`config.mk`:
```
export PLATFORM = sky130hd
export DESIGN_NAME = taint_core
export DESIGN_NICKNAME = d
export VERILOG_FILES = /design/src/taint_pkg.sv /design/src/taint_bus_if.sv /design/src/taint_alu.sv /design/src/taint_stage.sv /design/src/taint_mem.sv /design/src/taint_core.sv
export SDC_FILE = /design/constraint.sdc
export NUM_CORES = 2
export LEC_CHECK = 0
export BUFFER_PORTS_ARGS = -buffer_cell sky130_fd_sc_hd__clkbuf_2
export CAP_MARGIN = 5
export CELL_PAD_IN_SITES_DETAIL_PLACEMENT = 0
export CELL_PAD_IN_SITES_GLOBAL_PLACEMENT = 2
export CORE_MARGIN = 2
export CORE_UTILIZATION = 45
export DETAILED_ROUTE_END_ITERATION = 6
export GPL_TIMING_DRIVEN = 1
export PLACE_DENSITY = 0.86
export SYNTH_ARGS = -nofsm -noshare
export SYNTH_HDL_FRONTEND = slang
export SYNTH_HIERARCHICAL = 1
export SYNTH_SLANG_ARGS = --single-unit
```
`constraint.sdc`:
```
create_clock -name pos_clk -period 32.1 [get_ports pos_clk]
set_input_delay 4.815 -clock pos_clk [delete_from_list [all_inputs] [get_ports pos_clk]]
set_output_delay 4.815 -clock pos_clk [all_outputs]
set_load 0.005 [all_outputs]
```
`src/taint_pkg.sv`:
```
package taint_pkg;

    // datapath widths
    localparam int WORD_WIDTH = 16;
    localparam int ADDR_WIDTH = 4;

    // low bits of b used as shift amount
    localparam int SHIFT_BITS = 4;

    // one extra bit so a full memory can be counted
    localparam int COUNT_WIDTH = ADDR_WIDTH + 1;

    // value words and taint masks share one type
    typedef logic [WORD_WIDTH-1:0] word_t;

    typedef logic [ADDR_WIDTH-1:0] addr_t;

    typedef logic [COUNT_WIDTH-1:0] count_t;

    // fully poisoned mask
    localparam word_t TAINT_ALL = '1;

    // alu operations
    typedef enum logic [3:0] {
        // bitwise and arithmetic
        op_and     = 4'd0,
        op_or      = 4'd1,
        op_xor     = 4'd2,
        op_add     = 4'd3,
        op_mul     = 4'd4,
        // compare and shifts
        op_eq      = 4'd5,
        op_shl     = 4'd6,
        op_shr     = 4'd7,
        // reductions of operand a only
        op_red_or  = 4'd8,
        op_red_and = 4'd9,
        op_red_xor = 4'd10
    } alu_op_e;

endpackage

```
`src/taint_bus_if.sv`:
```
interface taint_bus_if;

    // write command held by the stage register
    logic              valid;
    taint_pkg::word_t  data;
    taint_pkg::word_t  data_taint;
    taint_pkg::addr_t  addr;
    logic              addr_taint;
    logic              en_taint;

    modport src (
        output valid,
        output data,
        output data_taint,
        output addr,
        output addr_taint,
        output en_taint
    );

    modport dst (
        input valid,
        input data,
        input data_taint,
        input addr,
        input addr_taint,
        input en_taint
    );

endinterface

```
`src/taint_alu.sv`:
```
module taint_alu (
    input  taint_pkg::alu_op_e op,
    input  taint_pkg::word_t   a,
    input  taint_pkg::word_t   b,
    input  taint_pkg::word_t   a_taint,
    input  taint_pkg::word_t   b_taint,
    output taint_pkg::word_t   result,
    output taint_pkg::word_t   result_taint
);

    logic [taint_pkg::SHIFT_BITS-1:0] shamt;
    logic                             a_tainted;
    logic                             b_tainted;
    taint_pkg::word_t                 eq_care;
    logic                             eq_taint;
    logic                             red_or_taint;
    logic                             red_and_taint;

    assign shamt = b[taint_pkg::SHIFT_BITS-1:0];

    assign a_tainted = |a_taint;
    assign b_tainted = |b_taint;

    // bits that neither operand has tainted
    assign eq_care = ~(a_taint | b_taint);

    // untainted bits already differ -> result is fixed
    assign eq_taint = ((a & eq_care) == (b & eq_care)) && (a_tainted || b_tainted);

    // an untainted 1 pins the or reduction
    assign red_or_taint = !(|(~a_taint & a)) && a_tainted;

    // an untainted 0 pins the and reduction
    assign red_and_taint = (&(a_taint | a)) && a_tainted;

    // functional result
    always_comb begin
        result = '0;
        case (op)
            taint_pkg::op_and: begin
                result = a & b;
            end
            taint_pkg::op_or: begin
                result = a | b;
            end
            taint_pkg::op_xor: begin
                result = a ^ b;
            end
            taint_pkg::op_add: begin
                result = a + b;
            end
            taint_pkg::op_mul: begin
                result = a * b;
            end
            taint_pkg::op_eq: begin
                result[0] = (a == b);
            end
            taint_pkg::op_shl: begin
                result = a << shamt;
            end
            taint_pkg::op_shr: begin
                result = a >> shamt;
            end
            taint_pkg::op_red_or: begin
                result[0] = |a;
            end
            taint_pkg::op_red_and: begin
                result[0] = &a;
            end
            taint_pkg::op_red_xor: begin
                result[0] = ^a;
            end
            default: begin
                result = '0;
            end
        endcase
    end

    // taint propagation
    always_comb begin
        result_taint = '0;
        case (op)
            taint_pkg::op_and: begin
                result_taint = (a_taint & b) | (b_taint & a) | (a_taint & b_taint);
            end
            taint_pkg::op_or: begin
                result_taint = (a_taint & ~b) | (b_taint & ~a) | (a_taint & b_taint);
            end
            taint_pkg::op_xor, taint_pkg::op_add: begin
                result_taint = a_taint | b_taint;
            end
            taint_pkg::op_mul: begin
                result_taint = (a_tainted || b_tainted) ? taint_pkg::TAINT_ALL : '0;
            end
            taint_pkg::op_eq: begin
                result_taint[0] = eq_taint;
            end
            // a tainted amount can move any bit anywhere
            taint_pkg::op_shl: begin
                result_taint = b_tainted ? taint_pkg::TAINT_ALL : a_taint << shamt;
            end
            taint_pkg::op_shr: begin
                result_taint = b_tainted ? taint_pkg::TAINT_ALL : a_taint >> shamt;
            end
            taint_pkg::op_red_or: begin
                result_taint[0] = red_or_taint;
            end
            taint_pkg::op_red_and: begin
                result_taint[0] = red_and_taint;
            end
            taint_pkg::op_red_xor: begin
                result_taint[0] = a_tainted;
            end
            default: begin
                result_taint = '0;
            end
        endcase
    end

endmodule

```
`src/taint_stage.sv`:
```
module taint_stage (
    input  logic             pos_clk,
    input  logic             pos_arst,
    input  logic             en,
    input  logic             en_taint,
    input  taint_pkg::word_t result,
    input  taint_pkg::word_t result_taint,
    input  taint_pkg::addr_t addr,
    input  logic             addr_taint,
    taint_bus_if.src         bus
);

    logic             valid_q;
    logic             en_taint_q;
    taint_pkg::word_t data_q;
    taint_pkg::word_t taint_q;
    taint_pkg::addr_t addr_q;
    logic             addr_taint_q;
    taint_pkg::word_t en_flip;

    // bits that would differ had the enable gone the other way
    assign en_flip = en_taint ? (result ^ data_q) : '0;

    // valid and the enable taint follow their inputs every edge
    always_ff @(posedge pos_clk or posedge pos_arst) begin
        if (pos_arst) begin
            valid_q    <= 1'b0;
            en_taint_q <= 1'b0;
        end else begin
            valid_q    <= en;
            en_taint_q <= en_taint;
        end
    end

    // payload, loaded only on enable
    always_ff @(posedge pos_clk or posedge pos_arst) begin
        if (pos_arst) begin
            data_q       <= '0;
            addr_q       <= '0;
            addr_taint_q <= 1'b0;
        end else if (en) begin
            data_q       <= result;
            addr_q       <= addr;
            addr_taint_q <= addr_taint;
        end
    end

    // enabled-register taint rule
    always_ff @(posedge pos_clk or posedge pos_arst) begin
        if (pos_arst) begin
            taint_q <= '0;
        end else begin
            taint_q <= (en ? result_taint : taint_q) | en_flip;
        end
    end

    assign bus.valid      = valid_q;
    assign bus.data       = data_q;
    assign bus.data_taint = taint_q;
    assign bus.addr       = addr_q;
    assign bus.addr_taint = addr_taint_q;
    assign bus.en_taint   = en_taint_q;

endmodule

```
`src/taint_mem.sv`:
```
module taint_mem #(
    parameter int DEPTH = 16
) (
    input  logic              pos_clk,
    input  logic              pos_arst,
    taint_bus_if.dst          bus,
    input  logic              rd_en,
    input  taint_pkg::addr_t  rd_addr,
    input  logic              rd_addr_taint,
    output taint_pkg::word_t  rd_data,
    output taint_pkg::word_t  rd_taint,
    output taint_pkg::count_t taint_count
);

    taint_pkg::word_t  mem_data  [DEPTH];
    taint_pkg::word_t  mem_taint [DEPTH];
    logic              wr_hit;
    logic              rd_hit;
    taint_pkg::word_t  wr_taint;
    taint_pkg::word_t  rd_poison;
    taint_pkg::count_t tainted_words;

    // out-of-range addresses are ignored
    assign wr_hit = bus.valid && (bus.addr < DEPTH);
    assign rd_hit = rd_en && (rd_addr < DEPTH);

    // tainted address or enable may hit any word, so poison it all
    assign wr_taint = bus.data_taint |
                      ((bus.addr_taint || bus.en_taint) ? taint_pkg::TAINT_ALL : '0);

    assign rd_poison = rd_addr_taint ? taint_pkg::TAINT_ALL : '0;

    // write port
    always_ff @(posedge pos_clk or posedge pos_arst) begin
        if (pos_arst) begin
            for (int i = 0; i < DEPTH; i++) begin
                mem_data[i]  <= '0;
                mem_taint[i] <= '0;
            end
        end else if (wr_hit) begin
            mem_data[bus.addr]  <= bus.data;
            mem_taint[bus.addr] <= wr_taint;
        end
    end

    // synchronous read port
    always_ff @(posedge pos_clk or posedge pos_arst) begin
        if (pos_arst) begin
            rd_data  <= '0;
            rd_taint <= '0;
        end else if (rd_hit) begin
            rd_data  <= mem_data[rd_addr];
            rd_taint <= mem_taint[rd_addr] | rd_poison;
        end else begin
            rd_data  <= '0;
            rd_taint <= '0;
        end
    end

    // words carrying any taint
    always_comb begin
        tainted_words = '0;
        for (int i = 0; i < DEPTH; i++) begin
            tainted_words = tainted_words + taint_pkg::count_t'(|mem_taint[i]);
        end
    end

    always_ff @(posedge pos_clk or posedge pos_arst) begin
        if (pos_arst) begin
            taint_count <= '0;
        end else begin
            taint_count <= tainted_words;
        end
    end

endmodule

```
`src/taint_core.sv`:
```
module taint_core #(
    parameter int DEPTH = 16
) (
    input  logic               pos_clk,
    input  logic               pos_arst,
    input  logic               in_valid,
    input  logic               in_valid_taint,
    input  taint_pkg::alu_op_e op,
    input  taint_pkg::word_t   a,
    input  taint_pkg::word_t   b,
    input  taint_pkg::word_t   a_taint,
    input  taint_pkg::word_t   b_taint,
    input  taint_pkg::addr_t   wr_addr,
    input  logic               wr_addr_taint,
    input  logic               rd_en,
    input  taint_pkg::addr_t   rd_addr,
    input  logic               rd_addr_taint,
    output taint_pkg::word_t   rd_data,
    output taint_pkg::word_t   rd_taint,
    output taint_pkg::count_t  taint_count
);

    taint_pkg::word_t alu_result;
    taint_pkg::word_t alu_result_taint;

    // stage to memory write command
    taint_bus_if wr_bus ();

    taint_alu alu0 (
        .op           (op),
        .a            (a),
        .b            (b),
        .a_taint      (a_taint),
        .b_taint      (b_taint),
        .result       (alu_result),
        .result_taint (alu_result_taint)
    );

    taint_stage stage0 (
        .pos_clk      (pos_clk),
        .pos_arst     (pos_arst),
        .en           (in_valid),
        .en_taint     (in_valid_taint),
        .result       (alu_result),
        .result_taint (alu_result_taint),
        .addr         (wr_addr),
        .addr_taint   (wr_addr_taint),
        .bus          (wr_bus.src)
    );

    taint_mem #(
        .DEPTH (DEPTH)
    ) mem0 (
        .pos_clk       (pos_clk),
        .pos_arst      (pos_arst),
        .bus           (wr_bus.dst),
        .rd_en         (rd_en),
        .rd_addr       (rd_addr),
        .rd_addr_taint (rd_addr_taint),
        .rd_data       (rd_data),
        .rd_taint      (rd_taint),
        .taint_count   (taint_count)
    );

endmodule

```
Yosys cells after proc, flatten, opt, wreduce, memory -nomap -nowiden
Index checks and enable logic that the tools add are counted.
{"block": "word_totals", "register_bits": 588, "wordCells": 159}
{"block": "classes", "add_sub_neg": 16, "mul": 1, "n_lt_le_gt_ge": 3, "n_eq_ne": 12, "shift": 4, "n_mux": 23, "n_bitwise": 27, "n_reduce_logical": 32}
{"op": "$bwmux 256", "n": 2}
{"op": "$reduce_or 16->1", "n": 20}
{"op": "$mux 16", "n": 14}
{"op": "$or 16x16->16", "n": 10}
{"op": "$and 16x16->16", "n": 9}
{"op": "$bmux 16 s4", "n": 2}
{"op": "$pmux 15 s7", "n": 1}
{"op": "$pmux 15 s6", "n": 1}
{"op": "$add 5x1->5", "n": 14}
{"op": "$demux 16 s4", "n": 1}
{"op": "$not 16->16", "n": 4}
{"op": "$eq 16x16->1", "n": 2}
{"op": "$reduce_and 16->1", "n": 2}
{"op": "$shl 16x4->16", "n": 2}
{"op": "$shr 16x4->16", "n": 2}
{"op": "$xor 16x16->16", "n": 2}
{"op": "$add 16x16->16", "n": 1}
{"op": "$eq 4x3->1 const B", "n": 4}
{"op": "$mul 16x16->16", "n": 1}
{"op": "$reduce_xor 16->1", "n": 1}
{"op": "$eq 4x4->1 const B", "n": 3}
{"op": "$pmux 1 s11", "n": 1}
{"op": "$ge 5x5->1 const B", "n": 2}
{"op": "$not 4->5", "n": 2}
{"op": "other kinds (10)", "n": 15}

Logic depth before layout (Yosys ltp)
{"block": "logic_depth", "depth_word": 16, "ltp_mapped": 27}

Modules after synthesis
Netlist, hierarchy kept.
{"module": "taint_mem", "n_inst": 1, "cells_per_inst": 1984, "area_each_um2": 24767.5, "seq_area_each_um2": 13738.2}
{"module": "taint_alu", "n_inst": 1, "cells_per_inst": 1335, "area_each_um2": 9361.5, "seq_area_each_um2": 0.0}
{"module": "taint_stage", "n_inst": 1, "cells_per_inst": 117, "area_each_um2": 1677.9, "seq_area_each_um2": 975.9}

Least setup slack after synthesis
No wires, ideal clock.
{"block": "synth_path", "kind": "input port to flip-flop", "start": "input port b[2]", "end": "register stage0.taint_q[14], in the netlist stage0/bus.data_taint[14]", "arrival_time_ns": 10.776, "t_required_ns": 31.974, "path_slack_ns": 21.198, "stages": 24, "n_path_buf": 4, "cell_sequence": "buf_2 -> buf_1 -> clkbuf_1 -> buf_1 -> nand2_1 -> fa_1 -> fa_1 -> fa_1 -> fa_1 -> inv_1 -> fa_1 -> inv_1 -> fa_1 -> inv_1 -> ha_1 -> nand3_1 -> nand2_1 -> a41oi_1 -> a21oi_1 -> xor2_1 -> a221oi_1 -> o21ai_2 -> xor2_1 -> a221o_1"}
{"block": "synth_via", "elab_chain_len": 5, "word_cells_on_any_way": 14, "classes_between": "1 x add/sub; 1 x mul; 4 x shift; 6 x mux; 2 x bitwise"}
{"item": "from (decl)", "line_no": "taint_core.sv:10", "rtl": "input taint_pkg::word_t b,"}
{"item": "$mul 16x16->16 (tied with other cells)", "line_no": "taint_alu.sv:53", "rtl": "result = a * b;"}
{"item": "$pmux 15 s7 (*)", "line_no": "taint_alu.sv:39", "rtl": "case (op)"}
{"item": "named net alu_result[14]", "line_no": "taint_core.sv:23", "rtl": "taint_pkg::word_t alu_result;"}
{"item": "$xor 16x16->16 (*)", "line_no": "taint_stage.sv:22", "rtl": "assign en_flip = en_taint ? (result ^ data_q) : '0;"}
{"item": "$mux 16 (*)", "line_no": "taint_stage.sv:22"}
{"item": "$or 16x16->16 (*)", "line_no": "taint_stage.sv:53", "rtl": "taint_q <= (en ? result_taint : taint_q) | en_flip;"}
{"item": "to (signal assigned)", "line_no": "taint_stage.sv:53"}
{"item": "to (decl)", "line_no": "taint_stage.sv:16", "rtl": "taint_pkg::word_t taint_q;"}
The timed path passes the listed nets; every way through them passes the cells marked *.
A chain may end at the register's enable or synchronous reset.

Worst setup path after layout
Ends and elaborated chain as after synthesis.

==> flow_summary.ini <==
[route]
wl_per_cell_um = 25.52
drc = 0
drtIter0Drc = 2409
postRouteAntennaNets = 0
drt-pass1-iter-count = 6
routed_wl_um = 114400
detailroute.via_count = 27330
viasPerCell = 6.097

[sta]
skew_ns = 0.008855
max_slew_margin = 0.1908
finalHoldViolations = 0
finalSetupViolCount = 0
slew_violations = 0
worst_slew_pin_slew_ns = 1.209
fmax_mhz = 90.03
rsz0062_at_grt = no
tns_ns = 0
period_minus_slack_ns = 11.11
period_share = 0.3460
worst_slack_ns = 20.99

[min_path]
min_path_cells = 1
hold_start = mem0/mem_data[217]
holdPathEnd = mem0/mem_data[217]
min_path_type = flop to flop

[floorplanning]
rows = 103
core_area_mm2 = 0.07887
fp.dieW_um = 286.1
fp.dieArea_mm2 = 0.08184
boundaryPins = 120
fp.dieH_um = 286.1
start_util = 0.4540

[cells_and_area]
area_growth_pct = 8.222
layout-drive-gt1-share = 0.1981
fillCellCount = 7272
multi_input_area_mm2 = 0.01922
nets = 3671
seq_area_mm2 = 0.01471

[worst_setup_path]
rr_startpoint = mem0/mem_taint[174]
end_kind = flop
start_kind = primary input
reg2reg_depth = 13
r2r_slack_ns = 27.63
arrival_ns = 11.60
critPathRequiredTime_ns = 32.59
crit_fanout = 61
worstSetupPathType = primary input to flop
reg2reg_to = mem0/taint_count[4]

[cts]
root_buffer = clkbuf_16
cts_sinks = 588
insertion_delay_ns = 0.61
clk_pin_slew_ns = 0.06
cts_made_buffers = 57
cts_resized = 0
cts_tree = built
htree_levels = 2
post-cts-setup-buffers = 0
ctsHoldBuffers = 0
clk_path_buf_depth = 3

[placement]
place_congestion = 0.9756
port-buffer-count = 119
pre_cts_ws_ns = 20.46
dp.final_hpwl_um = 80080

[logic_synthesis]
syn_area_mm2 = 0.03581
syn_area_per_cell_um2 = 10.42
synth_top_area_cell = dfrtp_1
synth.area.top_cells = dfrtp_1, mux2_2, mux4_2
synth_warnings = 6
synthArstFlopShare = 1.000
yosys_most_used_dff = dfrtp_1
synth-edff-count = 0
synth_top_area_share = 0.4109
ys_ff_latch = 588
syn_nets = 3714
yosys.cell_types.count = 87
yosysSeqAreaShare = 0.4109
synthCells = 3436

[status]
status = finished, final reports clean

[flow_run]
cap_viol_max_count = 0

[power_and_ir_drop]
power_density_mw_per_mm2 = 74.15
vdd_drop_max_mv = 0.04478
p_leak_nw = 17.40

[global_route]
track_usage = 0.2808
grt_max_degree = 143
antenna_found_initial = 4
grt_pass1_wl_um = 175500
grt_pass1_vias = 28060
grt_overflow = 0
-- cell type report --
cell class	count	area share
Antenna cell	1	0.00006458
Sequential cell	588	0.3797
Clock inverter	8	0.002389
Clock buffer	90	0.04362
Inverter	171	0.01676
Tap cell	1050	0.03390
Multi-Input combinational cell	2395	0.4959
Timing Repair Buffer	180	0.02764
-- through the flow --
step,utilization,std cells,total power (W),hold WS [ns],instance area (um^2)
floorplan,-,3436,0.001901,0.4524,35810
global placement,0.4687,4384,0.002173,0.4618,36970
detailed placement,0.4687,4384,0.002225,0.4730,36970
CTS,0.4913,4482,0.002886,0.4873,38750
global route,0.4913,4482,0.003061,0.5027,38750
finish,0.4913,4483,0.002873,0.4835,38750
-- kinds of logic (layout without fill, tap and decap cells) --
kind of cell / count (synthesis) / after routing / synth area share
adder cells (fa/ha/maj): 195 / 195 / 0.08701
buffers and inverters: 453 / 449 / 0.05465
flip-flops: 588 / 588 / 0.4109
XOR/XNOR: 91 / 91 / 0.02264
AO/OA/AOI/OAI: 741 / 741 / 0.1320
AND/OR/NAND/NOR: 883 / 883 / 0.1126
multiplexers: 485 / 485 / 0.1802
other: 0 / 1 / 0
-- cells in the mapped netlist, drive strengths merged (25+ instances only) --
library cell	instances
mux2	301
xor2	28
a211oi	38
fa	90
a21oi	206
mux4	97
nor3	43
mux2i	87
buf	133
ha	105
nor2b	38
o21ai	213
a22oi	28
clkbuf	147
xnor2	62
a221o	25
nor4	85
nand2	266
nor2	330
dfrtp	588
o22ai	47
inv	165
-- sequential cells by signal, indices dropped and copies added (netlist names) --
name	cells
mem0/mem_data	256
mem0/mem_taint	256
mem0/rd_data	16
mem0/rd_taint	16
mem0/taint_count	5
stage0/bus.addr	4
stage0/bus.addr_taint	1
stage0/bus.data	16
stage0/bus.data_taint	16
stage0/bus.en_taint	1
stage0/bus.valid	1
-- how the worst max path moves through the flow --
stage	startpoint	endpoint	slack, ns	cells after the start
floorplan	pos_arst	mem0/mem_data[0]	11.94	1
global placement	b[2]	stage0/bus.data_taint[14]	20.52	24
detailed placement	b[2]	stage0/bus.data_taint[14]	20.46	24
CTS	b[2]	stage0/bus.data_taint[14]	21.11	24
global route	b[2]	stage0/bus.data_taint[14]	20.73	24
finish	b[2]	stage0/bus.data_taint[14]	20.99	24
-- report_power, final --
group | switching [W] | leakage, nW | total [W] | internal (W)
logic | 0.000526 | 9.23 | 0.00100 | 0.000475
registers | 0.000210 | 7.29 | 0.00122 | 0.00101
clock network | 0.000283 | 0.873 | 0.000656 | 0.000373
-- worst max-delay path, stage by stage --
cell and delay [ns]:
clkbuf_2 0.38, buf_4 0.59, clkinv_1 0.13, buf_4 0.32, nor2_1 0.21, fa_1 0.46, fa_1 0.49, ha_1 0.21
fa_1 0.47, inv_1 0.06, fa_1 0.48, fa_1 0.50, inv_1 0.05, ha_1 0.22, or3_1 0.35, o21ai_0 0.08
a21oi_1 0.08, a41oi_1 0.32, a21oi_1 0.13, xor2_1 0.20, a221oi_1 0.37, o21ai_2 0.11, xor2_1 0.15, a221o_1 0.34
-- cell usage in the layout, fill, tap and decap left out, types with 12 or more instances in the layout --
cell type and count:
nor2b_1 37, nor3_1 34, o22ai_1 47, buf_4 62, and4_1 12, xnor2_1 62
mux4_2 95, a211o_1 15, a21oi_1 206, nor2_1 329, mux2i_1 87, o211ai_1 21
nand4_1 21, a31oi_1 13, nand2b_1 24, fa_1 90, and3_1 12, nor4_1 79
o21ai_1 31, a22oi_1 27, ha_1 105, clkbuf_16 57, a211oi_1 37, nand2_1 265
mux2_2 277, xor2_1 28, clkbuf_2 116, o21ai_0 179, a221oi_1 17, mux2_1 24
a221o_1 25, inv_1 160, o221ai_1 16, nand3_1 21, a21boi_1 15, clkbuf_8 15
clkbuf_1 19, dfrtp_1 588
-- layer usage --
layer | share of wire | wire length, um | GRT usage | vias up
met2 | 0.46 | 52640 | 0.4434 | 1016
li1 | - | - | - | 12160
met3 | 0.069 | 7861 | 0.05175 | 246
met5 | 0.00044 | 50 | 0 | -
met4 | 0.038 | 4368 | 0.1046 | 8
met1 | 0.43 | 49480 | 0.3864 | 13900
(Power assumes the default switching activity.)
